[src/logic/edge_job_pkg.sv]
////////////////////////////////////////////////////////////////////////////
// widths, cacheline geometry and queue depths for the edge fetch path
// read command and edge job records
// planner state encoding
////////////////////////////////////////////////////////////////////////////

package edge_job_pkg;

	// byte addressing and edge entries
	localparam int addr_bits   = 64;
	localparam int edge_bits   = 32;
	localparam int edge_bytes  = 4;
	localparam int count_bits  = 32;
	localparam int vertex_bits = 32;

	// cacheline geometry, slot 0 is the least significant word
	localparam int line_bytes    = 64;
	localparam int line_bits     = line_bytes * 8;
	localparam int line_edges    = line_bytes / edge_bytes;
	localparam int slot_bits     = $clog2(line_edges);
	localparam int line_off_bits = $clog2(line_bytes);
	localparam int edge_off_bits = $clog2(edge_bytes);

	// queue depths
	localparam int cmd_fifo_depth  = 16;
	localparam int edge_fifo_depth = 32;
	localparam int edge_room_bits  = $clog2(edge_fifo_depth + 1);

	// one line read, address is line aligned
	typedef struct packed {
		logic [addr_bits-1:0] address;
		logic [slot_bits:0]   edge_count;
		logic [slot_bits-1:0] line_offset;
	} read_cmd_t;

	// edge job handed to the consumer
	typedef struct packed {
		logic [count_bits-1:0]  id;
		logic [vertex_bits-1:0] src;
		logic [edge_bits-1:0]   dest;
	} edge_job_t;

	typedef enum logic [1:0] {
		plan_idle,
		plan_check,
		plan_wait
	} planner_state_t;

endpackage

[src/logic/edge_line_unpacker.sv]
////////////////////////////////////////////////////////////////////////////
// capture of a returned cacheline
// one byte-swapped edge entry per cycle, tagged with src and edge id
////////////////////////////////////////////////////////////////////////////

`timescale 1ns/1ps

module edge_line_unpacker
	import edge_job_pkg::*;
(
	input  logic                   clock,
	input  logic                   rstn,
	input  logic                   line_valid,
	input  logic [line_bits-1:0]   line_data,
	input  logic [slot_bits:0]     line_count,
	input  logic [slot_bits-1:0]   line_offset,
	input  logic [vertex_bits-1:0] cur_vertex_id,
	input  logic                   vertex_start,
	output logic                   edge_push,
	output edge_job_t              edge_data,
	output logic                   line_done
);

	logic [line_bits-1:0]  line_aligned;
	logic [line_bits-1:0]  line_shift;
	logic [slot_bits:0]    left;
	logic [count_bits-1:0] edge_id;
	logic [edge_bits-1:0]  slot_word;

	// first used slot moved down to slot 0
	assign line_aligned = line_data >> (int'(line_offset) * edge_bits);

	assign slot_word = line_shift[edge_bits-1:0];
	assign edge_push = (left != '0);

	assign edge_data.id   = edge_id;
	assign edge_data.src  = cur_vertex_id;
	// byte order reversed
	assign edge_data.dest = {slot_word[7:0], slot_word[15:8], slot_word[23:16], slot_word[31:24]};

	////////////////////////////////////////////////////////////////////////////
	// entry count, edge numbering and end of line
	////////////////////////////////////////////////////////////////////////////

	always_ff @(posedge clock or negedge rstn) begin
		if (!rstn) begin
			left      <= '0;
			edge_id   <= '0;
			line_done <= 1'b0;
		end else begin
			// last entry goes out while left is one
			line_done <= (left == (slot_bits+1)'(1));
			if (line_valid)
				left <= line_count;
			else if (edge_push)
				left <= left - 1'b1;
			// ids run across all lines of one vertex
			if (vertex_start)
				edge_id <= '0;
			else if (edge_push)
				edge_id <= edge_id + 1'b1;
		end
	end

	// line shift register
	always_ff @(posedge clock) begin
		if (line_valid)
			line_shift <= line_aligned;
		else if (edge_push)
			line_shift <= line_shift >> edge_bits;
	end

endmodule

[config.mk]
export PLATFORM = sky130hd
export DESIGN_NAME = edge_line_unpacker
export DESIGN_NICKNAME = d
export VERILOG_FILES = /design/src/logic/edge_job_pkg.sv /design/src/logic/edge_line_unpacker.sv
export SDC_FILE = /design/constraint.sdc
export NUM_CORES = 2
export LEC_CHECK = 0
export ABC_CLOCK_PERIOD_IN_PS = 12980
export BUFFER_PORTS_ARGS = -buffer_cell sky130_fd_sc_hd__buf_2
export CAP_MARGIN = 5
export CELL_PAD_IN_SITES_DETAIL_PLACEMENT = 1
export CELL_PAD_IN_SITES_GLOBAL_PLACEMENT = 2
export CORE_AREA = 5 5 355 357
export DETAILED_ROUTE_END_ITERATION = 8
export DIE_AREA = 0 0 360 362
export HOLD_SLACK_MARGIN = 0.02
export PLACE_DENSITY = 0.78
export RECOVER_POWER = 50
export SETUP_SLACK_MARGIN = 0.02
export SLEW_MARGIN = 20
export SYNTH_ARGS = -nofsm -noshare
export SYNTH_HDL_FRONTEND = slang
export SYNTH_SLANG_ARGS = --single-unit
[constraint.sdc]
create_clock -name clock -period 12.98 [get_ports clock]
set_input_delay 1.947 -clock clock [delete_from_list [all_inputs] [get_ports clock]]
set_output_delay 1.947 -clock clock [all_outputs]
set_load 0.02 [all_outputs]
==> results.md <==
- Run status: finished, violations left
- Failing checks: max-capacitance violations, max-slew violations
- Maximum vdd drop: about 0.000096 V
- Combinational power share: 23.8%
- Critical-path cell list: clkbuf_1, clkbuf_1, nand2_2, buf_4, o221ai_1
- Slew Viols, Final: ~540
- Clk_lat worst skew: approximately 0.64 ns
- CTS Hold Bufs: 0
- Max clock buf depth: 3
- Final ANT Viol Nets: 0
- Worst Path Required: ~13 ns
- Slowest library cell on the worst path: clkbuf_1
- Crit-path max FO: 69
- Max cap viols: 11
- Unique masters post-synth: 59
- Gate Count Post-Synth: ~3.9k
- Max-slew headroom: -170.0%
- Layout Skew: around 0.017 ns
- Largest net degree at the start of global routing: between 150 and 200
- Worst hold slack: roughly 0.52 ns
- Post-layout min period: around 8.8 ns
- Clock power share: between 30% and 40%
- Hold path cells: 1
- Worst Setup Start Kind: primary input
- Setup crit end kind: flip-flop
- Clock transition at path regs: approximately 0.06 ns
- Wire per inst: about 32 um
- Worst Hold Class: reg -> reg
- WL final: ~190 mm
- Postcts setup bufs: 0
- Most frequent CP cell: clkbuf_1
- Final Hold Fails: 0
- Syn Nets: 4,410
- Layout cells sized above 1: 29.14%
- Seq pwr share: about 41%
- CTS sink cnt: 550
- DRC: 0
- First-pass GRT wire length: between 200 and 300 mm
- PostCTS Resize Cnt: 0
- Ys Warns: 0
- RR Startpoint: left[0]$_DFFE_PN0P_
- Asr flop ratio synth: under 10%
- Setup TNS: 0 ns
- Fill cells: approximately 13k
- FMAX: approximately 110 MHz
- IO Pins: 655
- RSZ-0062 raised after global routing: false
- WS Path Type: in -> reg
- NetSw: roughly 0.0018 W
- Crit path DAT: around 9.3 ns
- Hold Crit Start: line_shift[158]$_DFFE_PP_
- PwrDens: ~120 nW/um^2
- # setup viols final: 0
- Leak pwr: between 15 and 20 nW
- Tightest Pin Transition: a little over 4 ns
- Main flop type after synthesis: edfxtp_1
- Worst reg2reg path depth: 5
- Die Ht: approximately 360 um
- DPL Wire Length: 118.1 mm
- Sw frac: a little under a third
- Crit path buf inv count: 3
- 1st-iter DRT viols: roughly 4.5k
- Area occupied by multi-input gates: roughly 24,000 um^2
- CTS tree: yes
- Final nets: about 4.7k
- Pint: 0.003904 W
- Root buffer cell: clkbuf_16
- Die area: approximately 130,000 um^2
- Port Buf Inserts: 590
- Vias in the first global route: 39.43k
- Hold endpoint: line_shift[126]$_DFFE_PP_
- Total GRT Usage: ~27%
- Total congestion overflow: 0
- Delay-heaviest family, CP: buffers and inverters
- Vias per cell: 6.622
- Synth Register Bits: 550
- Area growth, synth to finish: 13.16%
- Area of the mapped netlist: 42,480 um^2
- FF/Latch Area: 16,330 um^2
- H-tree levels: 3
- GPL Wtd Cong: ~0.88
- Pre-antenna DRT Iters: 6
- Die W: around 360 um
- Routed vias: between 30k and 40k
- Antenna violations before repair: 35
- Synth Area per Inst: between 10 and 15 um^2
- Number of synthesized flops with an enable pin: approximately 500
- Worst r2r dst: line_shift[186]$_DFFE_PP_
- TritonCTS Buffers: 73
- R2r setup slk: about 8.3 ns
- Slowest stage delay, CP: between 2 and 3 ns
- Initial Util: approximately a third
- Sequential share of the synthesized area: roughly 38%
- Tcrit/Tclk final: slightly below 70%
- Core footprint: 122,700 um^2
- FP Rows: about 130
metal layers:
layer / wire (um) / track usage (%) / vias up
met1: 75000 / 36.15 / 19800
met5: 132 / 0 / -
met4: 8141 / 11.49 / 14
met2: 86320 / 43.11 / 2234
li1: - / - / 16050
met3: 16950 / 5.648 / 432
power groups by stage:
| stage | clock network [W] | registers (W) | logic [W] |
|---|---|---|---|
| finish | 0.00198 | 0.00235 | 0.00135 |
| global placement | 0 | 0.00238 | 0.00132 |
| detailed placement | 0 | 0.00238 | 0.00133 |
| floorplan | 0 | 0.00236 | 0.000886 |
| CTS | 0.00201 | 0.00235 | 0.00134 |
| global route | 0.00208 | 0.00237 | 0.00143 |
metrics by stage:
stage	worst slack [ns]	power [W]	instance area (um^2)	std cells	utilization [%]
floorplan	3.372	0.003248	42480	3850	-
detailed placement	6.780	0.003711	45920	5660	37.43
global route	3.750	0.005883	48050	5810	39.17
global placement	6.879	0.003691	45920	5660	37.43
finish	4.138	0.005682	48070	5818	39.19
CTS	7.462	0.005697	48150	5789	39.25
layout by cell type (no fill, tap or decap), types with 29 or more instances in the layout:
| master | count |
|---|---|
| buf_2 | 518 |
| edfxtp_1 | 512 |
| nand2_1 | 433 |
| mux4_2 | 259 |
| mux2i_1 | 254 |
| a21oi_1 | 208 |
| mux2_2 | 195 |
| a22oi_1 | 189 |
| nor2_1 | 176 |
| o2bb2ai_1 | 130 |
| a32o_1 | 95 |
| clkbuf_1 | 91 |
| clkbuf_16 | 75 |
| inv_1 | 70 |
| a221o_1 | 65 |
| a31oi_1 | 64 |
| a221oi_1 | 64 |
| a32oi_1 | 63 |
| o221ai_1 | 63 |
| buf_4 | 52 |
| and2_1 | 47 |
| nand4_1 | 42 |
| dfrtp_1 | 38 |
| nand2b_1 | 33 |
| o21a_1 | 33 |
| o22ai_1 | 32 |
| o32a_1 | 31 |
| a211o_1 | 31 |
| o21ai_1 | 30 |
| a31o_2 | 30 |
| diode_2 | 29 |
| or2_2 | 29 |
state kept, by name, indices dropped and copies added (netlist names):
register,flops
line_shift,512
edge_id,32
left,5
line_done,1
Yosys cell counts (8+ instances only):
| library cell | count | area (um^2) |
|---|---|---|
| o21a_1 | 33 | 247.7 |
| mux2_2 | 196 | 2207 |
| edfxtp_1 | 512 | 15370 |
| or2_2 | 29 | 181.4 |
| and2_1 | 67 | 419.2 |
| or3_1 | 9 | 56.30 |
| or4_1 | 9 | 67.56 |
| nand3_1 | 11 | 55.05 |
| nor2_1 | 183 | 686.9 |
| mux2i_1 | 254 | 2542 |
| a221o_1 | 65 | 650.6 |
| a31oi_1 | 64 | 400.4 |
| a211o_1 | 31 | 271.5 |
| xor2_1 | 8 | 70.07 |
| buf_2 | 99 | 495.5 |
| o2bb2ai_1 | 130 | 1139 |
| inv_1 | 71 | 266.5 |
| buf_4 | 98 | 735.7 |
| a32o_1 | 95 | 950.9 |
| a22oi_1 | 189 | 1419 |
| dfrtp_1 | 38 | 950.9 |
| nor2b_1 | 8 | 50.05 |
| nand2_1 | 435 | 1633 |
| a21oi_1 | 208 | 1041 |
| buf_1 | 28 | 105.1 |
| o221ai_1 | 63 | 551.8 |
| mux4_2 | 259 | 5833 |
| a31o_2 | 30 | 262.8 |
| o21ai_0 | 14 | 70.07 |
| buf_6 | 8 | 90.09 |
| o22ai_1 | 32 | 200.2 |
| clkbuf_1 | 249 | 934.7 |
| a32oi_1 | 63 | 551.8 |
| nand2b_1 | 34 | 212.7 |
| a221oi_1 | 64 | 560.5 |
| o32a_1 | 31 | 310.3 |
| o21ai_1 | 32 | 160.2 |
| nand4_1 | 42 | 262.8 |
| o31ai_1 | 11 | 82.58 |
how the worst max path moves through the flow:
stage	startpoint	end	cells after the start
6_report	line_valid	line_shift[26]$_DFFE_PP_	5
5_1_grt	line_valid	line_shift[26]$_DFFE_PP_	5
4_1_cts	line_offset[0]	line_shift[124]$_DFFE_PP_	8
3_5_place_dp	line_offset[0]	line_shift[125]$_DFFE_PP_	8
3_3_place_gp	line_offset[0]	line_shift[96]$_DFFE_PP_	8
2_1_floorplan	line_valid	line_shift[0]$_DFFE_PP_	5
cell type report:
| cell class | count | area share [%] |
|---|---|---|
| multi-input combinational | 2743 | 49.18 |
| sequential | 550 | 33.96 |
| timing repair buffer | 655 | 7.174 |
| tap | 1637 | 4.261 |
| clock buffer | 91 | 4.029 |
| inverter | 75 | 0.6377 |
| clock inverter | 38 | 0.6091 |
| antenna | 29 | 0.1510 |
logic make-up after synthesis:
kind of cell             Yosys count  share of synthesized area, %
buffers and inverters            557                         6.221
XOR/XNOR                          13                        0.2680
AO/OA/AOI/OAI                   1165                         21.08
AND/OR/NAND/NOR                  853                         9.004
multiplexers                     709                         24.91
adder cells (fa/ha/maj)            3                       0.08837
flip-flops                       550                         38.43
Power figures use the tool's default switching activity.
