--- src/logic/edge_job_pkg.sv ---
////////////////////////////////////////////////////////////////////////////
// widths, cacheline geometry and queue depths for the edge fetch path
// read command and edge job records
// planner state encoding
////////////////////////////////////////////////////////////////////////////

package edge_job_pkg;

	// byte addressing and edge entries
	localparam int addr_bits   = 64;
	localparam int edge_bits   = 32;
	localparam int edge_bytes  = 4;
	localparam int count_bits  = 32;
	localparam int vertex_bits = 32;

	// cacheline geometry, slot 0 is the least significant word
	localparam int line_bytes    = 64;
	localparam int line_bits     = line_bytes * 8;
	localparam int line_edges    = line_bytes / edge_bytes;
	localparam int slot_bits     = $clog2(line_edges);
	localparam int line_off_bits = $clog2(line_bytes);
	localparam int edge_off_bits = $clog2(edge_bytes);

	// queue depths
	localparam int cmd_fifo_depth  = 16;
	localparam int edge_fifo_depth = 32;
	localparam int edge_room_bits  = $clog2(edge_fifo_depth + 1);

	// one line read, address is line aligned
	typedef struct packed {
		logic [addr_bits-1:0] address;
		logic [slot_bits:0]   edge_count;
		logic [slot_bits-1:0] line_offset;
	} read_cmd_t;

	// edge job handed to the consumer
	typedef struct packed {
		logic [count_bits-1:0]  id;
		logic [vertex_bits-1:0] src;
		logic [edge_bits-1:0]   dest;
	} edge_job_t;

	typedef enum logic [1:0] {
		plan_idle,
		plan_check,
		plan_wait
	} planner_state_t;

endpackage

--- src/logic/edge_read_planner.sv ---
////////////////////////////////////////////////////////////////////////////
// vertex acceptance and slice bookkeeping
// one cacheline read command per line touched by the vertex's edges
////////////////////////////////////////////////////////////////////////////

`timescale 1ns/1ps

module edge_read_planner
	import edge_job_pkg::*;
(
	input  logic                      clock,
	input  logic                      rstn,
	input  logic                      vertex_valid,
	input  logic [vertex_bits-1:0]    vertex_id,
	input  logic [count_bits-1:0]     vertex_edge_index,
	input  logic [count_bits-1:0]     vertex_degree,
	input  logic [addr_bits-1:0]      edge_array_base,
	input  logic                      cmd_fifo_empty,
	input  logic [edge_room_bits-1:0] edge_fifo_room,
	input  logic                      line_done,
	output logic                      vertex_ready,
	output logic                      cmd_push,
	output read_cmd_t                 cmd_data,
	output logic [vertex_bits-1:0]    cur_vertex_id,
	output logic                      vertex_start
);

	planner_state_t          state;
	logic [count_bits-1:0]   remaining;
	logic [addr_bits-1:0]    byte_offset;
	logic [addr_bits-1:0]    aligned;
	logic [slot_bits-1:0]    first_slot;
	logic [slot_bits:0]      line_room;
	logic [slot_bits:0]      take;
	logic                    issue;

	assign vertex_ready = (state == plan_idle);
	assign vertex_start = vertex_valid && vertex_ready;

	////////////////////////////////////////////////////////////////////////////
	// alignment and remainder of the current offset
	////////////////////////////////////////////////////////////////////////////

	assign aligned    = byte_offset & ~addr_bits'(line_bytes - 1);
	assign first_slot = byte_offset[line_off_bits-1:edge_off_bits];
	assign line_room  = (slot_bits+1)'(line_edges) - {1'b0, first_slot};

	// entries taken from this line
	assign take = (remaining < count_bits'(line_room)) ? remaining[slot_bits:0] : line_room;

	// empty command queue and room for a whole line of edges
	assign issue = (state == plan_check) && (remaining != '0) && cmd_fifo_empty &&
		(edge_fifo_room >= edge_room_bits'(line_edges));

	////////////////////////////////////////////////////////////////////////////
	// control FSM
	////////////////////////////////////////////////////////////////////////////

	always_ff @(posedge clock or negedge rstn) begin
		if (!rstn) begin
			state     <= plan_idle;
			remaining <= '0;
			cmd_push  <= 1'b0;
		end else begin
			cmd_push <= issue;
			case (state)
				plan_idle: begin
					if (vertex_start) begin
						remaining <= vertex_degree;
						state     <= plan_check;
					end
				end
				plan_check: begin
					// degree zero ends here without a read
					if (remaining == '0) begin
						state <= plan_idle;
					end else if (issue) begin
						remaining <= remaining - count_bits'(take);
						state     <= plan_wait;
					end
				end
				plan_wait: begin
					// one read in flight, next line only after this one is unpacked
					if (line_done)
						state <= (remaining == '0) ? plan_idle : plan_check;
				end
				default: begin
					state <= plan_idle;
				end
			endcase
		end
	end

	// vertex latch, offset walk and command word
	always_ff @(posedge clock) begin
		if (vertex_start) begin
			cur_vertex_id <= vertex_id;
			byte_offset   <= addr_bits'(vertex_edge_index) << edge_off_bits;
		end
		if (issue) begin
			cmd_data.address     <= edge_array_base + aligned;
			cmd_data.edge_count  <= take;
			cmd_data.line_offset <= first_slot;
			// next read starts on the following line boundary
			byte_offset          <= aligned + addr_bits'(line_bytes);
		end
	end

endmodule

--- config.mk ---
export PLATFORM = sky130hd
export DESIGN_NAME = edge_read_planner
export DESIGN_NICKNAME = d
export VERILOG_FILES = /design/src/logic/edge_job_pkg.sv /design/src/logic/edge_read_planner.sv
export SDC_FILE = /design/constraint.sdc
export NUM_CORES = 1
export LEC_CHECK = 0
export BUFFER_PORTS_ARGS = -buffer_cell sky130_fd_sc_hd__buf_4
export CAP_MARGIN = 10
export CORE_UTILIZATION = 35
export CTS_CLUSTER_DIAMETER = 200
export CTS_CLUSTER_SIZE = 30
export DETAILED_ROUTE_END_ITERATION = 10
export SETUP_SLACK_MARGIN = 0.5
export SYNTH_ARGS = -nofsm -noshare
export SYNTH_HDL_FRONTEND = slang
export SYNTH_SLANG_ARGS = --single-unit
--- constraint.sdc ---
create_clock -name clock -period 7.1 [get_ports clock]
set_clock_uncertainty 0.05 [all_clocks]
set_input_delay 1.065 -clock clock [delete_from_list [all_inputs] [get_ports clock]]
set_output_delay 1.065 -clock clock [all_outputs]
set_load 0.02 [all_outputs]
==> results.ini, run 1 <==
[synth]
synthFlopType = edfxtp_1
syn-num-nets = 1459
synth_cell_types = 81
syn_inst = 1221
synth-seq-cells = 202
syn_area_per_cell_sq_um = 10.1
synth-edff-count = 167
syn-cell-area_sq_mm = 0.0123
synthArstFlopShare = 0.173
yosysSeqAreaShare = 0.480
yosysWarnings = 0

[setup_path]
cp_max_fo = 81
critPathRequiredTime_ns = 7.48
crit_path_start_kind = register
slowest_stage = nand2b_2
max_stage_delay_ns = 0.86
cp_data_arrival_time_ns = 5.77
endpoint_kind = register
path_class = reg2reg
cp_top_family = simple AND/OR/NAND/NOR gates
cp.buffers_inverters = 4
r2r_slack_ns = 1.71
cp_common_cell = buf_4
crit_chain = nor4_2 -> nand4b_1 -> or4_1 -> nor3_1 -> nand2b_2 -> inv_4 -> nor2_2 -> buf_4 -> inv_2 -> buf_4 -> and4b_1 -> o21ai_1

[global_routing]
gr-total-overflow = 0
antenna_found_initial = 4
grtUsageTotal = 0.178
grt_max_degree = 82
grt_pass1_wl_mm = 51.6
grt_pass1_vias = 9744

[pwr]
p_sw_frac = 0.417
power.switching_w = 0.00224
p_seq_frac = 0.393
p_comb_frac = 0.479
vdd_drop_max_mv = 0.337
clockPowerShare = 0.128
powerDensity_mw_per_mm2 = 356
p_int_w = 0.00313
total_power_w = 0.00537
p_leak_nw = 5.94

[floorplanning]
start_util = 0.355
fp-row-count = 68
die_y_um = 189
pin_count = 279
dieArea_sq_mm = 0.0358
die_w_um = 189
fp.coreArea_sq_mm = 0.0345

[route]
wl_per_cell_um = 17.0
drc_errors = 0
routed_wl_mm = 32.9
first_pass_iters = 5
routed-via-count = 10300
antenna_left = 0
viasPerCell = 5.34
first_iter_violations = 712

[cts]
clk_latency_ns = 0.49
cts_hold_buf = 0
clk_pin_slew_worst_paths_ns = 0.12
cts_tree = yes
cts_setup_buffers = 0
cts_max_level = 1
cts_buffers = 10
clockBufferDepth = 3
cts-root-buf = clkbuf_16
cts_resized = 0
cts_sinks = 202

[finish]
nFillCells = 3395
drive_gt1_frac = 0.219
layout_commonest_cell = buf_4
final_util = 0.437
fin_area_sq_mm = 0.0151
nets = 1708
most-common-layout-cells = buf_4, edfxtp_1, nor2_1
syn_to_final_growth_pct = 22.9

[timing]
finalSetupViolCount = 0
fin_crit_sh = 0.759
tns_ns = 0
rsz0062_at_grt = false
finalHoldViolCount = 0
slew-limit-headroom = 0.281
max_freq_ghz = 0.186
final_period_minus_worst_setup_slack_ns = 5.39
slew_viol_final = 0
tightest_slew_ns = 1.08
holdWs_ns = 0.454

[placed_design]
dp_hpwl_mm = 24.7
placed_cell_area_sq_mm = 0.0148
routabilityCongestion = 0.922
portBuffers = 274

[job]
cap_violations = 0

[worst_hold_path]
hold_class = in2async

[run_status]
outcome = finished, final reports clean

routing by layer:
metal	up-vias	wire, um	track usage
li1	5042	-	-
met1	4987	14900	0.240
met2	255	15900	0.300
met3	43	1340	0.0180
met4	0	745	0.0530
met5	-	0	0
final timing paths:
kind	from	endpoint	cells past startpoint
max	remaining[9]$_DFFE_PN0P_	remaining[20]$_DFFE_PN0P_	12
min	rstn	remaining[12]$_DFFE_PN0P_	1
max reg2reg	remaining[9]$_DFFE_PN0P_	remaining[20]$_DFFE_PN0P_	12
min reg2reg	byte_offset[3]$_SDFFCE_PP0P_	cmd_data[1]$_DFFE_PP_	0
max in group asynchronous	rstn	remaining[22]$_DFFE_PN0P_	1
min in group clock	byte_offset[3]$_SDFFCE_PP0P_	cmd_data[1]$_DFFE_PP_	0
worst reg2reg max path, cell delays in order, from the launching register on:
cell	delay [ns]
dfrtp_1	0.43
nor4_2	0.58
nand4b_1	0.33
or4_1	0.76
nor3_1	0.27
nand2b_2	0.86
inv_4	0.54
nor2_2	0.23
buf_4	0.35
inv_2	0.05
buf_4	0.41
and4b_1	0.37
o21ai_1	0.12
registers in the layout, indices dropped and copies added (netlist names):
| name | count |
|---|---|
| cmd_data | 73 |
| byte_offset | 62 |
| cur_vertex_id | 32 |
| remaining | 32 |
| state | 2 |
| cmd_push | 1 |
metrics by stage:
| step | std cells | setup WS (ns) |
|---|---|---|
| after global placement | 1913 | 1.75 |
| after CTS | 1929 | 1.60 |
| after global routing | 1933 | 1.14 |
| after floorplan | 1221 | 2.19 |
| final | 1933 | 1.71 |
| after detailed placement | 1913 | 1.64 |
power by group through the flow:
stage                     registers [W]  clock network, W  logic, W
after floorplan                 0.00221                 0   0.00170
after global placement          0.00212                 0   0.00252
after detailed placement        0.00213                 0   0.00256
after CTS                       0.00211          0.000711   0.00257
after global routing            0.00216          0.000744   0.00286
final                           0.00211          0.000685   0.00257
final cells by class:
cell class              count  area (sq um)  area share
multi-input cells         940          6070       0.403
inverters                  34           130     0.00862
clock buffers              15           290      0.0192
flip-flops and latches    202          5890       0.390
diodes                      4          10.0    0.000663
clock inverters             1          8.76    0.000580
well taps                 455           569      0.0377
repair buffers            282          2120       0.140
synth_stat cells (6+ instances only):
master    instances  area (sq um)
nand3_1          32           160
edfxtp_1        167          5010
nand2_1         118           443
o21bai_1         13          97.6
xor2_1           59           517
nor3_1           19          95.1
a21o_1           16           120
or3_1            14          87.6
and4_1           11          96.3
a31oi_1          10          62.6
nand4_1          23           144
o22a_1            6          52.6
o22ai_1           7          43.8
o211ai_1          9          67.6
nand2b_1         15          93.8
clkbuf_1         37           139
a211oi_1          8          60.1
a221oi_1          8          70.1
and3_1           16           100
nor2b_1          14          87.6
or4_1             6          45.0
xnor2_1          47           412
o21ai_0          65           325
a21oi_1         119           596
nor4_1            6          37.5
o21a_1            8          60.1
nor2_1          129           484
inv_1            32           120
dfrtp_1          35           876
ha_1             65           813
cells by family (layout without fill, tap and decap cells):
family / Yosys count / count (layout) / share of synthesized area
muxes: 2 / 2 / 0.00163
xor gates and xnor gates: 106 / 106 / 0.0756
and+or+nand+nor: 438 / 438 / 0.176
AOI/OAI and AO/OA: 327 / 327 / 0.171
other: 0 / 4 / 0
DFF: 202 / 202 / 0.480
adders and majority gates: 67 / 67 / 0.0695
buffers and inverters: 79 / 332 / 0.0266
Note: power is estimated with default switching activity, not from simulation.
==> run 2: changes to the inputs <==
- clock period: 7.1 -> 5 ns (I/O delays scaled with it)
==> results.ini, run 2 (synthesis results as in run 1) <==
[cts]
cts_sinks = 202  ; unchanged
clk_pin_slew_worst_paths_ns = 0.12  ; about the same
cts_buffers = 10  ; unchanged
cts-root-buf = clkbuf_16
clk_latency_ns = 0.49  ; about the same
cts_tree = yes
clockBufferDepth = 3  ; unchanged
cts_max_level = 1  ; unchanged

[finish]
syn_to_final_growth_pct = 27.0
nets = 1738  ; +1.8%
top_register = cmd_data
nFillCells = 3391  ; -0.12%
largest_reg_flops = 73  ; unchanged
final_util = 0.451  ; +0.0146
most-common-layout-cells = buf_4, edfxtp_1, nor2_1
reg.largest.list = cmd_data (73), byte_offset (62)
drive_gt1_frac = 0.259  ; +0.0402
layout_commonest_cell = buf_4

[global_routing]
use_met3 = 0.0165  ; -0.00148
grt_busiest_layer = met2
grt_pass1_wl_mm = 52.8  ; +2.5%
antenna_found_initial = 1  ; -3
grt_util_met2 = 0.314  ; +0.0136
grtUsageMet1 = 0.247  ; +0.00767
grt_pass1_vias = 9996  ; +2.6%
grt_max_degree = 76  ; -7.3%
gr-total-overflow = 0  ; unchanged
grtUsageTotal = 0.182  ; +0.00454

[route]
first_pass_iters = 6  ; +1
drc_errors = 0  ; unchanged
routed_wl_mm = 33.5  ; +2.0%
routed-via-count = 10400  ; +0.32%
wl_per_cell_um = 17.1  ; +0.59%
viasPerCell = 5.29  ; -1.1%
first_iter_violations = 848  ; +19%
antenna_left = 0  ; unchanged

[setup_path]
path_class = reg2reg
critPathRequiredTime_ns = 5.37  ; -2.11 ns
crit_path_start_kind = register
cp_max_fo = 7  ; -91%
crit_start = remaining[24]$_DFFE_PN0P_
endpoint_kind = register
cp_data_arrival_time_ns = 5.04  ; -0.73 ns
reg2reg_from = remaining[24]$_DFFE_PN0P_

[floorplanning]
dieArea_sq_mm = 0.0358  ; unchanged
die_y_um = 189  ; unchanged
die_w_um = 189  ; unchanged
pin_count = 279  ; unchanged
fp.coreArea_sq_mm = 0.0345  ; unchanged
start_util = 0.355  ; unchanged
fp-row-count = 68  ; unchanged

[timing]
slew_viol_final = 0  ; unchanged
tightest_slew_ns = 0.825  ; -0.253 ns
fin_crit_sh = 0.934  ; +0.175
finalSetupViolCount = 0  ; unchanged
final_period_minus_worst_setup_slack_ns = 4.67  ; -0.720 ns
slew-limit-headroom = 0.450  ; +0.169
tns_ns = 0  ; unchanged
finalHoldViolCount = 0  ; unchanged
timing.final.ws_setup_ns = 0.331  ; -1.38 ns
rsz0062_at_grt = true
max_freq_ghz = 0.214  ; +15%

[placed_design]
place_ws_ns = 0.125  ; -1.51 ns
portBuffers = 274  ; unchanged
dp_hpwl_mm = 25.1  ; +1.4%
routabilityCongestion = 0.930  ; +0.92%

[pwr]
vdd_drop_max_mv = 0.265  ; -21%
p_leak_nw = 6.17  ; +3.8%
powerDensity_mw_per_mm2 = 507  ; +43%

[job]
cap_violations = 0  ; unchanged

[run_status]
outcome = finished, final reports clean

[worst_hold_path]
hold_class = in2async

[run 2: changes by cell type in the layout (fill, tap and decap cells not counted), moves of 4 or more]
cell,delta
buf_4,+21
a21oi_2,+8
buf_6,+8
a21oi_1,-8
nor2_1,-4
[run 2: timing repair]
item | in CTS | in global routing
resized for setup | 22 | 34
hold endpoints to repair | 0 | 0
endpoints found under the setup margin | 21 | 25
pin swaps | 15 | 35
setup buffers | 14 | 7
hold buffers | 0 | 0
[run 2: path summary, 6_finish.rpt]
check | depth (start not counted) | slack, ns | end
max | 19 | 0.33 | remaining[28]$_DFFE_PN0P_
min | 1 | 0.16 | remaining[14]$_DFFE_PN0P_
max reg2reg | 19 | 0.33 | remaining[28]$_DFFE_PN0P_
min reg2reg | 0 | 0.46 | cmd_data[1]$_DFFE_PP_
max in group asynchronous | 1 | 4.39 | remaining[10]$_DFFE_PN0P_
min in group clock | 1 | 0.39 | cmd_data[9]$_DFFE_PP_
[run 2: layout make-up]
class | instances | area (sq um) | share of cell area
multi-input cells | 940 | 6320 | 0.405
clock buffers | 15 | 290 | 0.0186
repair buffers | 312 | 2380 | 0.153
clock inverters | 1 | 8.76 | 0.000562
diodes | 1 | 2.50 | 0.000160
flip-flops and latches | 202 | 5890 | 0.378
well taps | 455 | 569 | 0.0365
inverters | 34 | 130 | 0.00834
[run 2: power by group]
group          internal (W)  total [W]  leakage, nW  switching, W
Clock              0.000414   0.000961        0.145      0.000547
Combinational       0.00161    0.00393         4.05       0.00232
Sequential          0.00257    0.00301         1.97      0.000445
[run 2: per-stage QoR]
step | area, sq um | total power [W] | hold WS (ns) | instances
3_3_place_gp | 14900 | 0.00666 | 0.435 | 1922
4_1_cts | 15400 | 0.00783 | 0.151 | 1952
5_1_grt | 15600 | 0.00849 | 0.175 | 1960
3_5_place_dp | 14900 | 0.00674 | 0.441 | 1922
2_1_floorplan | 12300 | 0.00558 | 0.402 | 1221
6_report | 15600 | 0.00791 | 0.164 | 1960
[run 2: per-layer routing]
metal / part of all wire / wire, um / vias to the layer above
li1: - / - / 5109
met1: 0.45 / 15200 / 4940
met2: 0.49 / 16300 / 274
met3: 0.042 / 1420 / 37
met4: 0.017 / 585 / 0
met5: 0 / 0 / -
[run 2: worst max-delay path, cell delays in order, from the launching register on]
cell,delay [ns]
dfrtp_1,0.41
or4_4,0.54
or4_4,0.45
or4_4,0.46
a311oi_2,0.27
buf_6,0.19
nand2_4,0.06
o21ai_4,0.07
ha_4,0.15
fa_2,0.19
and2b_1,0.20
or2_4,0.25
a21oi_2,0.13
o31a_1,0.22
o311ai_4,0.10
buf_6,0.16
or3_4,0.34
o21ai_1,0.13
a21oi_1,0.08
a21oi_1,0.14
