--- src/logic/sync_fifo.sv ---
////////////////////////////////////////////////////////////////////////////
// synchronous FIFO, circular buffer with registered pop output
// payload given as a type parameter
////////////////////////////////////////////////////////////////////////////

`timescale 1ns/1ps

module sync_fifo #(
	parameter type payload_t = logic [7:0],
	parameter int  depth     = 16
) (
	input  logic                         clock,
	input  logic                         rstn,
	input  logic                         push,
	input  payload_t                     push_data,
	input  logic                         pop,
	output logic                         pop_valid,
	output payload_t                     pop_data,
	output logic                         empty,
	output logic [$clog2(depth+1)-1:0]   free_count
);

	payload_t                     mem [depth];
	logic [$clog2(depth)-1:0]     wr_ptr;
	logic [$clog2(depth)-1:0]     rd_ptr;
	logic [$clog2(depth+1)-1:0]   count;
	logic                         push_ok;
	logic                         pop_ok;

	// pops on an empty queue are dropped
	assign push_ok    = push && (count != ($clog2(depth+1))'(depth));
	assign pop_ok     = pop && !empty;
	assign empty      = (count == '0);
	assign free_count = ($clog2(depth+1))'(depth) - count;

	always_ff @(posedge clock or negedge rstn) begin
		if (!rstn) begin
			wr_ptr    <= '0;
			rd_ptr    <= '0;
			count     <= '0;
			pop_valid <= 1'b0;
		end else begin
			pop_valid <= pop_ok;
			if (push_ok)
				wr_ptr <= wr_ptr + 1'b1;
			if (pop_ok)
				rd_ptr <= rd_ptr + 1'b1;
			if (push_ok && !pop_ok)
				count <= count + 1'b1;
			else if (pop_ok && !push_ok)
				count <= count - 1'b1;
		end
	end

	// storage and output word
	always_ff @(posedge clock) begin
		if (push_ok)
			mem[wr_ptr] <= push_data;
		if (pop_ok)
			pop_data <= mem[rd_ptr];
	end

endmodule

--- config.mk ---
export PLATFORM = sky130hd
export DESIGN_NAME = sync_fifo
export DESIGN_NICKNAME = d
export VERILOG_FILES = /design/src/logic/sync_fifo.sv
export SDC_FILE = /design/constraint.sdc
export NUM_CORES = 1
export LEC_CHECK = 0
export ABC_AREA = 1
export BUFFER_PORTS_ARGS = -buffer_cell sky130_fd_sc_hd__buf_4
export CELL_PAD_IN_SITES_DETAIL_PLACEMENT = 0
export CELL_PAD_IN_SITES_GLOBAL_PLACEMENT = 1
export CORE_MARGIN = 10
export CORE_UTILIZATION = 49
export DETAILED_ROUTE_END_ITERATION = 10
export PLACE_DENSITY_LB_ADDON = 0.1
export SLEW_MARGIN = 15
export SYNTH_ARGS = -nofsm -noshare
export SYNTH_HDL_FRONTEND = slang
export SYNTH_SLANG_ARGS = --single-unit
--- constraint.sdc ---
create_clock -name clock -period 3.59 [get_ports clock]
set_input_delay 0.718 -clock clock [delete_from_list [all_inputs] [get_ports clock]]
set_output_delay 0.718 -clock clock [all_outputs]
set_load 0.1 [all_outputs]
==> metrics.md, run 1 <==
| Metric | Value |
|---|---|
| Most frequent standard cell in the layout excluding fill and tap cells | sky130_fd_sc_hd__nand2_1 |
| Setup-failing EPs final | 0 |
| Core ar. | 0.0133 mm2 |
| First-iteration detailed-routing DRC count | 395 |
| Vias in the first global route | 3,988 |
| Endpoints failing hold | 0 |
| Number of antenna violations at the first check in global routing | 0 |
| Overall power | 6720 uW |
| Clock Path Buffers | 2 |
| Grt total ovfl | 0 |
| Global-route wire length before repair | 22,800 um |
| Layout cells sized above 1 | 9.64% |
| Die width | 137 um |
| Unrepaired setup endpoints after global routing | false |
| CP arrival | 2.12 ns |
| Path class of the lowest-slack min-delay path | input port to async pin |
| Net Count, Synth | 662 |
| Worst setup path class | flip-flop to primary output |
| Max-cap violation count | 0 |
| Worst-case headroom to the max-slew limit | 26.6% |
| Post-placement worst setup slack | 0.741 ns |
| Setup TNS | 0 ns |
| Post-Syn Instances | 636 |
| Portion of the post-synthesis area used by sequential elements | 66.6% |
| Drc violations | 0 |
| Data required time at the worst endpoint | 2.87 ns |
| Worst-case reg-to-reg path depth | 14 |
| Fmax | 0.352 GHz |
| Vias per cell | 5.01 |
| Static Leakage | 0.00324 uW |
| Total via count in the routed design | 4,260 |
| Count of standard-cell rows | 42 |
| Routed length per instance | 17.4 um |
| CTS root buf | sky130_fd_sc_hd__clkbuf_16 |
| Placer Congestion | 0.846 |
| Status | complete, no violations |
| Number of gates resized after cts | 0 |
| Slack of the worst reg-to-reg path | 0.76 ns |
| Clock sink count | 150 |
| Largest net degree at the start of global routing | 68 |
| Die height | 137 um |
| Netlist cell types | 23 |
| Maximum level of the CTS H-tree | 4 |
| Total power per unit cell area | 897 mW/mm2 |
| Aggregate routed wire length | 14,800 um |
| Clock latency on the worst-skew pair | 0.43 ns |
| Total CTS buffers | 17 |
| Crit path setup slack, layout | 0.752 ns |
| FF+latch count, synth | 150 |
| Floorplan die area | 0.0187 mm2 |
| Buffers inserted during post-CTS setup optimization | 0 |
| Fin. max-slew vios | 0 |
| Antenna diode count | 0 |
| Initial Utilization | 50.1% |
| Count of synthesis-stage warnings from yosys | 0 |
| Port buffer count | 26 |
| Worst R2R Start | count[0] |
| Pin slew with the least headroom to its limit | 1.10 ns |
| Number of I/O pins | 27 |
| Count of fill cells added during filler insertion | 1,149 |
| Clock-pin slew on the worst setup and hold paths | 0.06 ns |
| Startpoint Class | flip-flop |
| Area Growth Syn to Fin | 12.5% |
| Commonest non-fill, non-tap cells in the layout | sky130_fd_sc_hd__nand2_1, sky130_fd_sc_hd__edfxtp_1, sky130_fd_sc_hd__inv_1 |
| CTS tree | built |
| Hold buffer count at CTS | 0 |
| Number of detailed-route iterations in the first pass | 5 |
| Setup Skew | 0.00527 ns |
| Post-DP HPWL | 9140 um |
| Post-Synthesis Cell Area | 0.00666 mm2 |
| Count of nets after finishing | 687 |
| Tot GR Track Use | 16.7% |
| Largest vdd supply drop | 0.000651 V |
| Antenna viol nets, final | 0 |
| Launching element of the worst setup path | count[0] |
| Finished layout cell area | 0.00750 mm2 |
| Share of the clock period used by the worst path | 79.1% |
| Worst Path Max Fanout | 5 |
| Post-Syn Area per Cell | 10.5 um2 |
| Dpl cell area | 0.00695 mm2 |
| Final worst path period need | 2.84 ns |
| Critical path endpoint category | primary output |
==> metrics by stage <==
stage          hold WS, ns  util (%)  cells
2_1_floorplan        0.422         -    636
3_3_place_gp         0.532      52.3    818
3_5_place_dp         0.529      52.3    818
4_1_cts              0.142      56.4    850
5_1_grt              0.148      56.4    850
6_report             0.154      56.4    850
==> layout make-up <==
type	count	area [um2]	area share [%]
clock inverters	14	113	1.50
repair buffers	31	233	3.10
well taps	176	220	2.94
flip-flops and latches	150	4440	59.2
multi-input cells	346	1630	21.8
inverters	115	432	5.76
clock buffers	18	429	5.73
==> cells by family after synthesis <==
| group | Yosys count | share of synthesized area, % |
|---|---|---|
| xor+xnor | 11 | 1.45 |
| compound gates | 7 | 0.526 |
| flops | 150 | 66.6 |
| buf+inv | 140 | 8.92 |
| simple gates | 314 | 19.8 |
| fa+ha+maj | 14 | 2.74 |
==> registers in the layout (all words and copies together) (netlist names) <==
register and flops:
pop_valid 1, pop_data 8, wr_ptr 4, rd_ptr 4, count 5, mem 128
==> worst paths after layout <==
check                           endpoint
max                        free_count[4]
min in group clock              count[0]
min reg2reg                     count[0]
max in group asynchronous      rd_ptr[0]
min                             count[1]
max reg2reg                     count[4]
==> cell usage after synthesis <==
library cell               count  area share, %
sky130_fd_sc_hd__nor3_1        1          0.075
sky130_fd_sc_hd__clkbuf_1      2           0.11
sky130_fd_sc_hd__nor3b_1       1           0.11
sky130_fd_sc_hd__inv_1       112            6.3
sky130_fd_sc_hd__o21ai_0       4           0.30
sky130_fd_sc_hd__dfrtp_1      14            5.3
sky130_fd_sc_hd__nor2_1       20            1.1
sky130_fd_sc_hd__buf_2        13           0.98
sky130_fd_sc_hd__buf_4         6           0.68
sky130_fd_sc_hd__edfxtp_1    136             61
sky130_fd_sc_hd__clkinv_1      2           0.11
sky130_fd_sc_hd__nand4_1       2           0.19
sky130_fd_sc_hd__nand3_1      99            7.4
sky130_fd_sc_hd__xnor2_1       3           0.39
sky130_fd_sc_hd__or2_2         1          0.094
sky130_fd_sc_hd__xor2_1        8            1.1
sky130_fd_sc_hd__inv_2         1          0.056
sky130_fd_sc_hd__nor2_2        1          0.094
sky130_fd_sc_hd__buf_6         4           0.68
sky130_fd_sc_hd__nand2_1     189             11
sky130_fd_sc_hd__fa_1          1           0.30
sky130_fd_sc_hd__ha_1         13            2.4
sky130_fd_sc_hd__a21oi_1       3           0.23
==> power by group <==
| part | internal, uW | leakage [uW] | switching, uW | total (uW) |
|---|---|---|---|---|
| sequential | 2210 | 0.00140 | 167 | 2380 |
| clock | 939 | 0.000241 | 693 | 1630 |
| combinational | 675 | 0.00160 | 2040 | 2710 |
==> layer usage <==
| metal | vias to the layer above | global-route usage (%) | part of all wire [%] |
|---|---|---|---|
| li1 | 2092 | - | - |
| met1 | 2046 | 21.4 | 44 |
| met2 | 105 | 26.9 | 49 |
| met3 | 17 | 3.92 | 5.1 |
| met4 | 0 | 6.45 | 1.6 |
| met5 | - | 0 | 0 |
==> critical path, cell delays in order (launching register included) <==
cell	delay, ns
sky130_fd_sc_hd__dfrtp_1	0.42
sky130_fd_sc_hd__inv_1	0.12
sky130_fd_sc_hd__ha_1	0.19
sky130_fd_sc_hd__nor3b_1	0.29
sky130_fd_sc_hd__ha_2	0.34
sky130_fd_sc_hd__inv_1	0.05
sky130_fd_sc_hd__buf_4	0.28
No activity file was read; power rests on OpenSTA's default activity.
==> run 2, diff against run 1 <==
==> constraint.sdc (replaced) <==
create_clock -name clock -period 2.8 [get_ports clock]
set_input_delay 0.56 -clock clock [delete_from_list [all_inputs] [get_ports clock]]
set_output_delay 0.56 -clock clock [all_outputs]
set_load 0.1 [all_outputs]
==> metrics.md, run 2 (synthesis results as in run 1) <==
| Metric | Value |
|---|---|
| Setup Skew | 0.00807 ns (+0.00281 ns) |
| CP arrival | 2.88 ns (+0.76 ns) |
| Clock latency on the worst-skew pair | 0.42 ns (about the same) |
| Share of power burned in registers | 34.7% (-0.7 points) |
| Psw | 3670 uW (+27%) |
| Status | complete, but fails checks |
| Maximum level of the CTS H-tree | 4 (unchanged) |
| Worst-case headroom to the max-slew limit | 48.7% (+22 points) |
| Total power per unit cell area | 1130 mW/mm2 (+26%) |
| Antenna viol nets, final | 0 (unchanged) |
| Number of I/O pins | 27 (unchanged) |
| Area Growth Syn to Fin | 15.3% |
| Switching share of total power | 42.3% (-0.78 points) |
| Count of nets after finishing | 707 (+2.9%) |
| Largest net degree at the start of global routing | 68 (unchanged) |
| Placer Congestion | 0.790 (-6.6%) |
| Commonest non-fill, non-tap cells in the layout | sky130_fd_sc_hd__nand2_1, sky130_fd_sc_hd__edfxtp_1, sky130_fd_sc_hd__inv_1 |
| Initial Utilization | 50.1% (unchanged) |
| Vias in the first global route | 4,284 (+7.4%) |
| Total via count in the routed design | 4,268 (+0.19%) |
| Worst hold slack across all endpoints | -0.00379 ns (-0.158 ns) |
| Startpoint Class | flip-flop |
| Fin. max-slew vios | 0 (unchanged) |
| Pin slew with the least headroom to its limit | 0.770 ns (-0.329 ns) |
| Layout cells sized above 1 | 12.3% (+2.6 points) |
| Core ar. | 0.0133 mm2 (unchanged) |
| Crit path setup slack, layout | 0.240 ns (-0.512 ns) |
| Fmax | 0.391 GHz |
| Static Leakage | 0.00339 uW (+4.5%) |
| Count of standard-cell rows | 42 (unchanged) |
| Logic gate share of total power | 42.0% (+1.7 points) |
| Clock sink count | 150 (unchanged) |
| Flip-flop count of the largest register, all copies and words added | 128 (unchanged) |
| Final worst path period need | 2.56 ns |
| Register with the most flip-flops | mem |
| Aggregate routed wire length | 14,500 um (-2.3%) |
| First-iteration detailed-routing DRC count | 300 (-24%) |
| Area of the multi-input gates | 0.00166 mm2 (+1.8%) |
| Data required time at the worst endpoint | 3.12 ns (+0.25 ns) |
| Number of detailed-route iterations in the first pass | 5 (unchanged) |
| Share of the clock period used by the worst path | 91.4% |
| Antenna diode count | 0 (unchanged) |
| Endpoints failing hold | 6 (+6) |
| Failing checks | negative hold slack |
| Register cell area after layout | 0.00444 mm2 (unchanged) |
| Die width | 137 um (unchanged) |
| Internal power | 5010 uW (+31%) |
| Overall power | 8690 uW (+29%) |
| CTS root buf | sky130_fd_sc_hd__clkbuf_16 |
| Worst Path Max Fanout | 4 (-1) |
| Path class of the lowest-slack min-delay path | input port to async pin |
| Routed length per instance | 16.6 um (-4.4%) |
| Core occupancy in the finished layout | 57.8% (+1.4 points) |
| Most frequent standard cell in the layout excluding fill and tap cells | sky130_fd_sc_hd__nand2_1 |
| Critical path endpoint category | flip-flop |
| Worst setup path class | flip-flop to flip-flop |
| Clock-pin slew on the worst setup and hold paths | 0.06 ns (about the same) |
| Non-Filler Instances | 869 (+2.2%) |
| Hold buffer count at CTS | 0 (unchanged) |
| Placed insts | 838 (+2.4%) |
| Max-cap violation count | 0 (unchanged) |
| Floorplan die area | 0.0187 mm2 (unchanged) |
| Clock Path Buffers | 2 (unchanged) |
| Port buffer count | 26 (unchanged) |
| Die height | 137 um (unchanged) |
| Count of fill cells added during filler insertion | 1,123 (-2.3%) |
| Slack of the worst reg-to-reg path | 0.24 ns (-0.52 ns) |
| Largest vdd supply drop | 0.000995 V (+53%) |
| Grt total ovfl | 0 (unchanged) |
| Unrepaired setup endpoints after global routing | false |
| Worst flop-to-flop path endpoint | count[4] |
| Worst-case reg-to-reg path depth | 15 (+1) |
| Clock power share | 23.4% (-0.9 points) |
| Post-DP HPWL | 8810 um (-3.7%) |
| Drc violations | 0 (unchanged) |
| Worst R2R Start | count[1] |
| CTS tree | built |
| Number of antenna violations at the first check in global routing | 0 (unchanged) |
| Top Registers | mem: 128 flops, pop_data: 8 flops, count: 5 flops |
| Total CTS buffers | 17 (unchanged) |
| Global-route wire length before repair | 23,200 um (+2.0%) |
| Setup-failing EPs final | 0 (unchanged) |
| Tot GR Track Use | 16.6% (-0.062 points) |
| Vias per cell | 4.91 (-2.0%) |
| Post-placement worst setup slack | 0.201 ns (-0.541 ns) |
## run 2: critical path: stages (launching register included)
cell,delay (ns)
sky130_fd_sc_hd__dfrtp_1,0.40
sky130_fd_sc_hd__inv_1,0.10
sky130_fd_sc_hd__ha_1,0.20
sky130_fd_sc_hd__nor3b_4,0.26
sky130_fd_sc_hd__ha_4,0.19
sky130_fd_sc_hd__nor2_4,0.04
sky130_fd_sc_hd__inv_1,0.04
sky130_fd_sc_hd__ha_1,0.20
sky130_fd_sc_hd__inv_1,0.11
sky130_fd_sc_hd__ha_1,0.35
sky130_fd_sc_hd__nand2_1,0.05
sky130_fd_sc_hd__or2_2,0.28
sky130_fd_sc_hd__nand3_1,0.09
sky130_fd_sc_hd__nand2_1,0.05
sky130_fd_sc_hd__nand2_1,0.05
sky130_fd_sc_hd__nand2_1,0.04
## run 2: metal layers
layer | GRT usage (%) | wire, um | vias to the layer above
li1 | - | - | 2136
met1 | 20.9 | 6310 | 2030
met2 | 27.6 | 7170 | 89
met3 | 3.52 | 783 | 13
met4 | 6.39 | 192 | 0
met5 | 0 | 0 | -
## run 2: how the worst max path moves through the flow
stage                         from       endpoint  slack [ns]  depth (start not counted)
after floorplan           count[0]  free_count[2]       -0.01                          3
after global placement    count[1]       count[4]        0.26                         15
after detailed placement  count[1]       count[4]        0.20                         15
after CTS                 count[1]       count[4]        0.19                         15
after global routing      count[1]       count[4]        0.01                         15
final                     count[1]       count[4]        0.24                         15
## run 2: timing repair
action | in CTS | in global routing
gates resized for setup | 0 | 1
setup buffers | 0 | 0
endpoints found under the setup margin | 0 | 1
## run 2: cell type report
class	count	share of cell area [%]
tap	176	2.87
clock inverter	12	1.16
multi-input combinational	346	21.7
sequential	150	57.8
timing repair buffer	51	5.31
inverter	115	5.62
clock buffer	19	5.64
## run 2: power by group through the flow
stage / clock network, uW / logic, uW / registers [uW]
5_1_grt: 2160 / 4000 / 3040
6_report: 2030 / 3650 / 3010
2_1_floorplan: 0 / 2350 / 3470
3_5_place_dp: 0 / 3670 / 3050
3_3_place_gp: 0 / 3660 / 3040
4_1_cts: 2060 / 3680 / 3010
## run 2: stage by stage
stage | cell area, um2 | TNS [ns]
floorplan | 6690 | -0.0144
global placement | 7150 | 0
detailed placement | 7150 | 0
CTS | 7670 | 0
global route | 7680 | 0
finish | 7680 | 0
==> run 3, diff against run 2 <==
--- a/config.mk
+++ b/config.mk
@@ -12,6 +12,7 @@
 export CORE_MARGIN = 10
 export CORE_UTILIZATION = 49
 export DETAILED_ROUTE_END_ITERATION = 10
+export MAX_ROUTING_LAYER = met4
 export PLACE_DENSITY_LB_ADDON = 0.1
 export SLEW_MARGIN = 15
 export SYNTH_ARGS = -nofsm -noshare
==> constraint.sdc (replaced) <==
create_clock -name clock -period 2.85 [get_ports clock]
set_input_delay 0.57 -clock clock [delete_from_list [all_inputs] [get_ports clock]]
set_output_delay 0.57 -clock clock [all_outputs]
set_load 0.1 [all_outputs]
==> metrics.md, run 3 (synthesis results as in run 1) <==
| Metric | Value |
|---|---|
| Crit path setup slack, layout | 0.229 ns (-0.0110 ns) |
| Worst-case reg-to-reg path depth | 14 (-1) |
| Unrepaired setup endpoints after global routing | false |
| Static Leakage | 0.00339 uW (about the same) |
| Core ar. | 0.0133 mm2 (unchanged) |
| CP cell instances | inv_1, ha_1, nor3b_4, ha_1, nor2_2, ha_1, inv_1, ha_1, nand2_1, or2_2, nand3_1, nand2_1, nand2_1, nand2_1 |
| Total CTS buffers | 17 (unchanged) |
| Count of nets after finishing | 707 (unchanged) |
| Worst Path Max Fanout | 5 (+1) |
| Clock latency on the worst-skew pair | 0.42 ns (about the same) |
| Path class of the lowest-slack min-delay path | input port to flip-flop |
| Placer Congestion | 0.803 (+1.7%) |
| Worst setup path class | flip-flop to flip-flop |
| Setup-failing EPs final | 0 (unchanged) |
| Final worst path period need | 2.62 ns (+0.0610 ns) |
| Data required time at the worst endpoint | 3.16 ns (+0.04 ns) |
| Drc violations | 0 (unchanged) |
| Antenna viol nets, final | 0 (unchanged) |
| Vias per cell | 5.04 (+2.7%) |
| Stage delay of the slowest cell on the critical path | 0.43 ns (+0.03 ns) |
| Area of the multi-input gates | 0.00166 mm2 (unchanged) |
| Worst R2R Start | count[0] |
| Cell class contributing the biggest share of worst-path delay | adder cells |
| Vias in the first global route | 4,177 (-2.5%) |
| Count of fill cells added during filler insertion | 1,074 (-4.4%) |
| Aggregate routed wire length | 14,600 um (+0.95%) |
| Top Registers | mem: 128 flops, pop_data: 8 flops, count: 5 flops |
| First-iteration detailed-routing DRC count | 364 (+21%) |
| Total via count in the routed design | 4,379 (+2.6%) |
| Number of detailed-route iterations in the first pass | 5 (unchanged) |
| Clock sink count | 150 (unchanged) |
| Total power per unit cell area | 1120 mW/mm2 (-0.57%) |
| Critical path endpoint category | flip-flop |
| CTS root buf | sky130_fd_sc_hd__clkbuf_16 |
| Setup TNS | 0 ns (unchanged) |
| Worst flop-to-flop path endpoint | count[4] |
| Endpoints failing hold | 0 (-6) |
| Critical-path top delay cell | sky130_fd_sc_hd__dfrtp_1 |
| Fmax | 0.381 GHz (-2.3%) |
| Number of antenna violations at the first check in global routing | 0 (unchanged) |
| Endpoint of the worst hold-timing path | mem[12][7] |
| Largest vdd supply drop | 0.00118 V (+19%) |
| Die height | 137 um (unchanged) |
| Global-route wire length before repair | 22,600 um (-2.6%) |
| Pin slew with the least headroom to its limit | 0.765 ns (-0.00526 ns) |
| Startpoint Class | flip-flop |
| Number of I/O pins | 27 (unchanged) |
| Clock Path Buffers | 2 (unchanged) |
| Overall power | 8660 uW (-0.27%) |
| Count of standard-cell rows | 42 (unchanged) |
| Initial Utilization | 50.1% (unchanged) |
| CTS tree | built |
| Number of buffers and inverters on the critical path | 2 (-1) |
| Commonest non-fill, non-tap cells in the layout | sky130_fd_sc_hd__nand2_1, sky130_fd_sc_hd__edfxtp_1, sky130_fd_sc_hd__inv_1 |
| Most frequent standard cell in the layout excluding fill and tap cells | sky130_fd_sc_hd__nand2_1 |
| Clock-pin slew on the worst setup and hold paths | 0.06 ns (about the same) |
| CP arrival | 2.93 ns (+0.05 ns) |
| Core occupancy in the finished layout | 57.9% (+0.18 points) |
| Post-DP HPWL | 8830 um (+0.23%) |
| Die width | 137 um (unchanged) |
| Floorplan die area | 0.0187 mm2 (unchanged) |
| Buffers inserted during post-CTS setup optimization | 0 (unchanged) |
| Post-placement worst setup slack | 0.207 ns (+0.00664 ns) |
| Worst hold start | push_data[7] |
| Fin. max-slew vios | 0 (unchanged) |
| Antenna diode count | 0 (unchanged) |
| Grt total ovfl | 0 (unchanged) |
| Area Growth Syn to Fin | 15.7% |
| Largest net degree at the start of global routing | 68 (unchanged) |
| Share of the clock period used by the worst path | 92.0% (+0.54 points) |
| Tot GR Track Use | 16.8% (+0.12 points) |
| Worst-case headroom to the max-slew limit | 49.0% (+0.35 points) |
| Setup Skew | 0.00425 ns (-0.00382 ns) |
| Worst hold path stage count | 1 |
| Max-cap violation count | 0 (unchanged) |
| Port buffer count | 26 (unchanged) |
| Status | complete, no violations |
| Layout cells sized above 1 | 11.8% (-0.42 points) |
| Flip-flop count of the largest register, all copies and words added | 128 (unchanged) |
| Register cell area after layout | 0.00444 mm2 (unchanged) |
| Routed length per instance | 16.8 um (+1.1%) |
| Maximum level of the CTS H-tree | 4 (unchanged) |
| Slack of the worst reg-to-reg path | 0.23 ns (about the same) |
| Register with the most flip-flops | mem |
run 3: cell types whose count changed in the layout (fill, tap and decap cells not counted):
cell,change
sky130_fd_sc_hd__buf_12,-2
sky130_fd_sc_hd__buf_4,+1
sky130_fd_sc_hd__bufinv_16,+2
sky130_fd_sc_hd__clkinv_1,+1
sky130_fd_sc_hd__clkinv_2,-5
sky130_fd_sc_hd__clkinvlp_4,+1
sky130_fd_sc_hd__dlygate4sd3_1,+1
run 3: layout make-up:
class,instances,area share [%]
tap,176,2.86
timing repair buffer,51,5.00
multi-input combinational,346,21.6
inverter,115,5.60
clock inverter,11,1.75
sequential,150,57.6
clock buffer,19,5.62
run 3: report_power, final:
group / switching, uW / leakage [uW] / total [uW] / internal (uW)
sequential: 180 / 0.00140 / 2970 / 2790
clock: 812 / 0.000271 / 2160 / 1350
combinational: 2610 / 0.00172 / 3530 / 921
total: 3610 / 0.00339 / 8660 / 5060
run 3: worst max-delay path by stage:
stage / endpoint / slack (ns) / cells after the start / start
2_1_floorplan: free_count[2] / 0.03 / 3 / count[0]
3_3_place_gp: count[4] / 0.28 / 15 / count[0]
3_5_place_dp: count[4] / 0.21 / 15 / count[0]
4_1_cts: count[4] / 0.20 / 15 / count[0]
5_1_grt: count[4] / 0.02 / 15 / count[0]
6_report: count[4] / 0.23 / 14 / count[0]
run 3: worst reg2reg max path: stages (launching register included):
cell and delay [ns]:
sky130_fd_sc_hd__dfrtp_1 0.43, sky130_fd_sc_hd__inv_1 0.11, sky130_fd_sc_hd__ha_1 0.24, sky130_fd_sc_hd__nor3b_4 0.17
sky130_fd_sc_hd__ha_1 0.19, sky130_fd_sc_hd__nor2_2 0.13, sky130_fd_sc_hd__ha_1 0.23, sky130_fd_sc_hd__inv_1 0.11
sky130_fd_sc_hd__ha_1 0.35, sky130_fd_sc_hd__nand2_1 0.05, sky130_fd_sc_hd__or2_2 0.28, sky130_fd_sc_hd__nand3_1 0.09
sky130_fd_sc_hd__nand2_1 0.05, sky130_fd_sc_hd__nand2_1 0.05, sky130_fd_sc_hd__nand2_1 0.04
run 3: what timing repair did:
item | CTS | global route
endpoints found under the setup margin | 0 | 1
endpoints found under the hold margin | 1 | 0
gates resized for setup | 0 | 1
hold buffers | 1 | 0
run 3: per-layer routing:
| layer | GRT usage [%] | part of all wire, % | vias to the layer above | wire, um |
|---|---|---|---|---|
| met1 | 20.7 | 44 | 2101 | 6360 |
| met3 | 3.48 | 6.3 | 20 | 916 |
| met5 | - | 0 | - | 0 |
| met2 | 26.4 | 49 | 127 | 7100 |
| met4 | 6.86 | 1.5 | 0 | 214 |
| li1 | - | - | 2131 | - |
run 3: stage by stage:
step,cells,instance area [um2],hold slack [ns]
global route,868,7700,0.476
finish,868,7700,0.472
floorplan,636,6690,0.274
global placement,837,7120,0.450
detailed placement,837,7120,0.450
CTS,868,7700,0.463
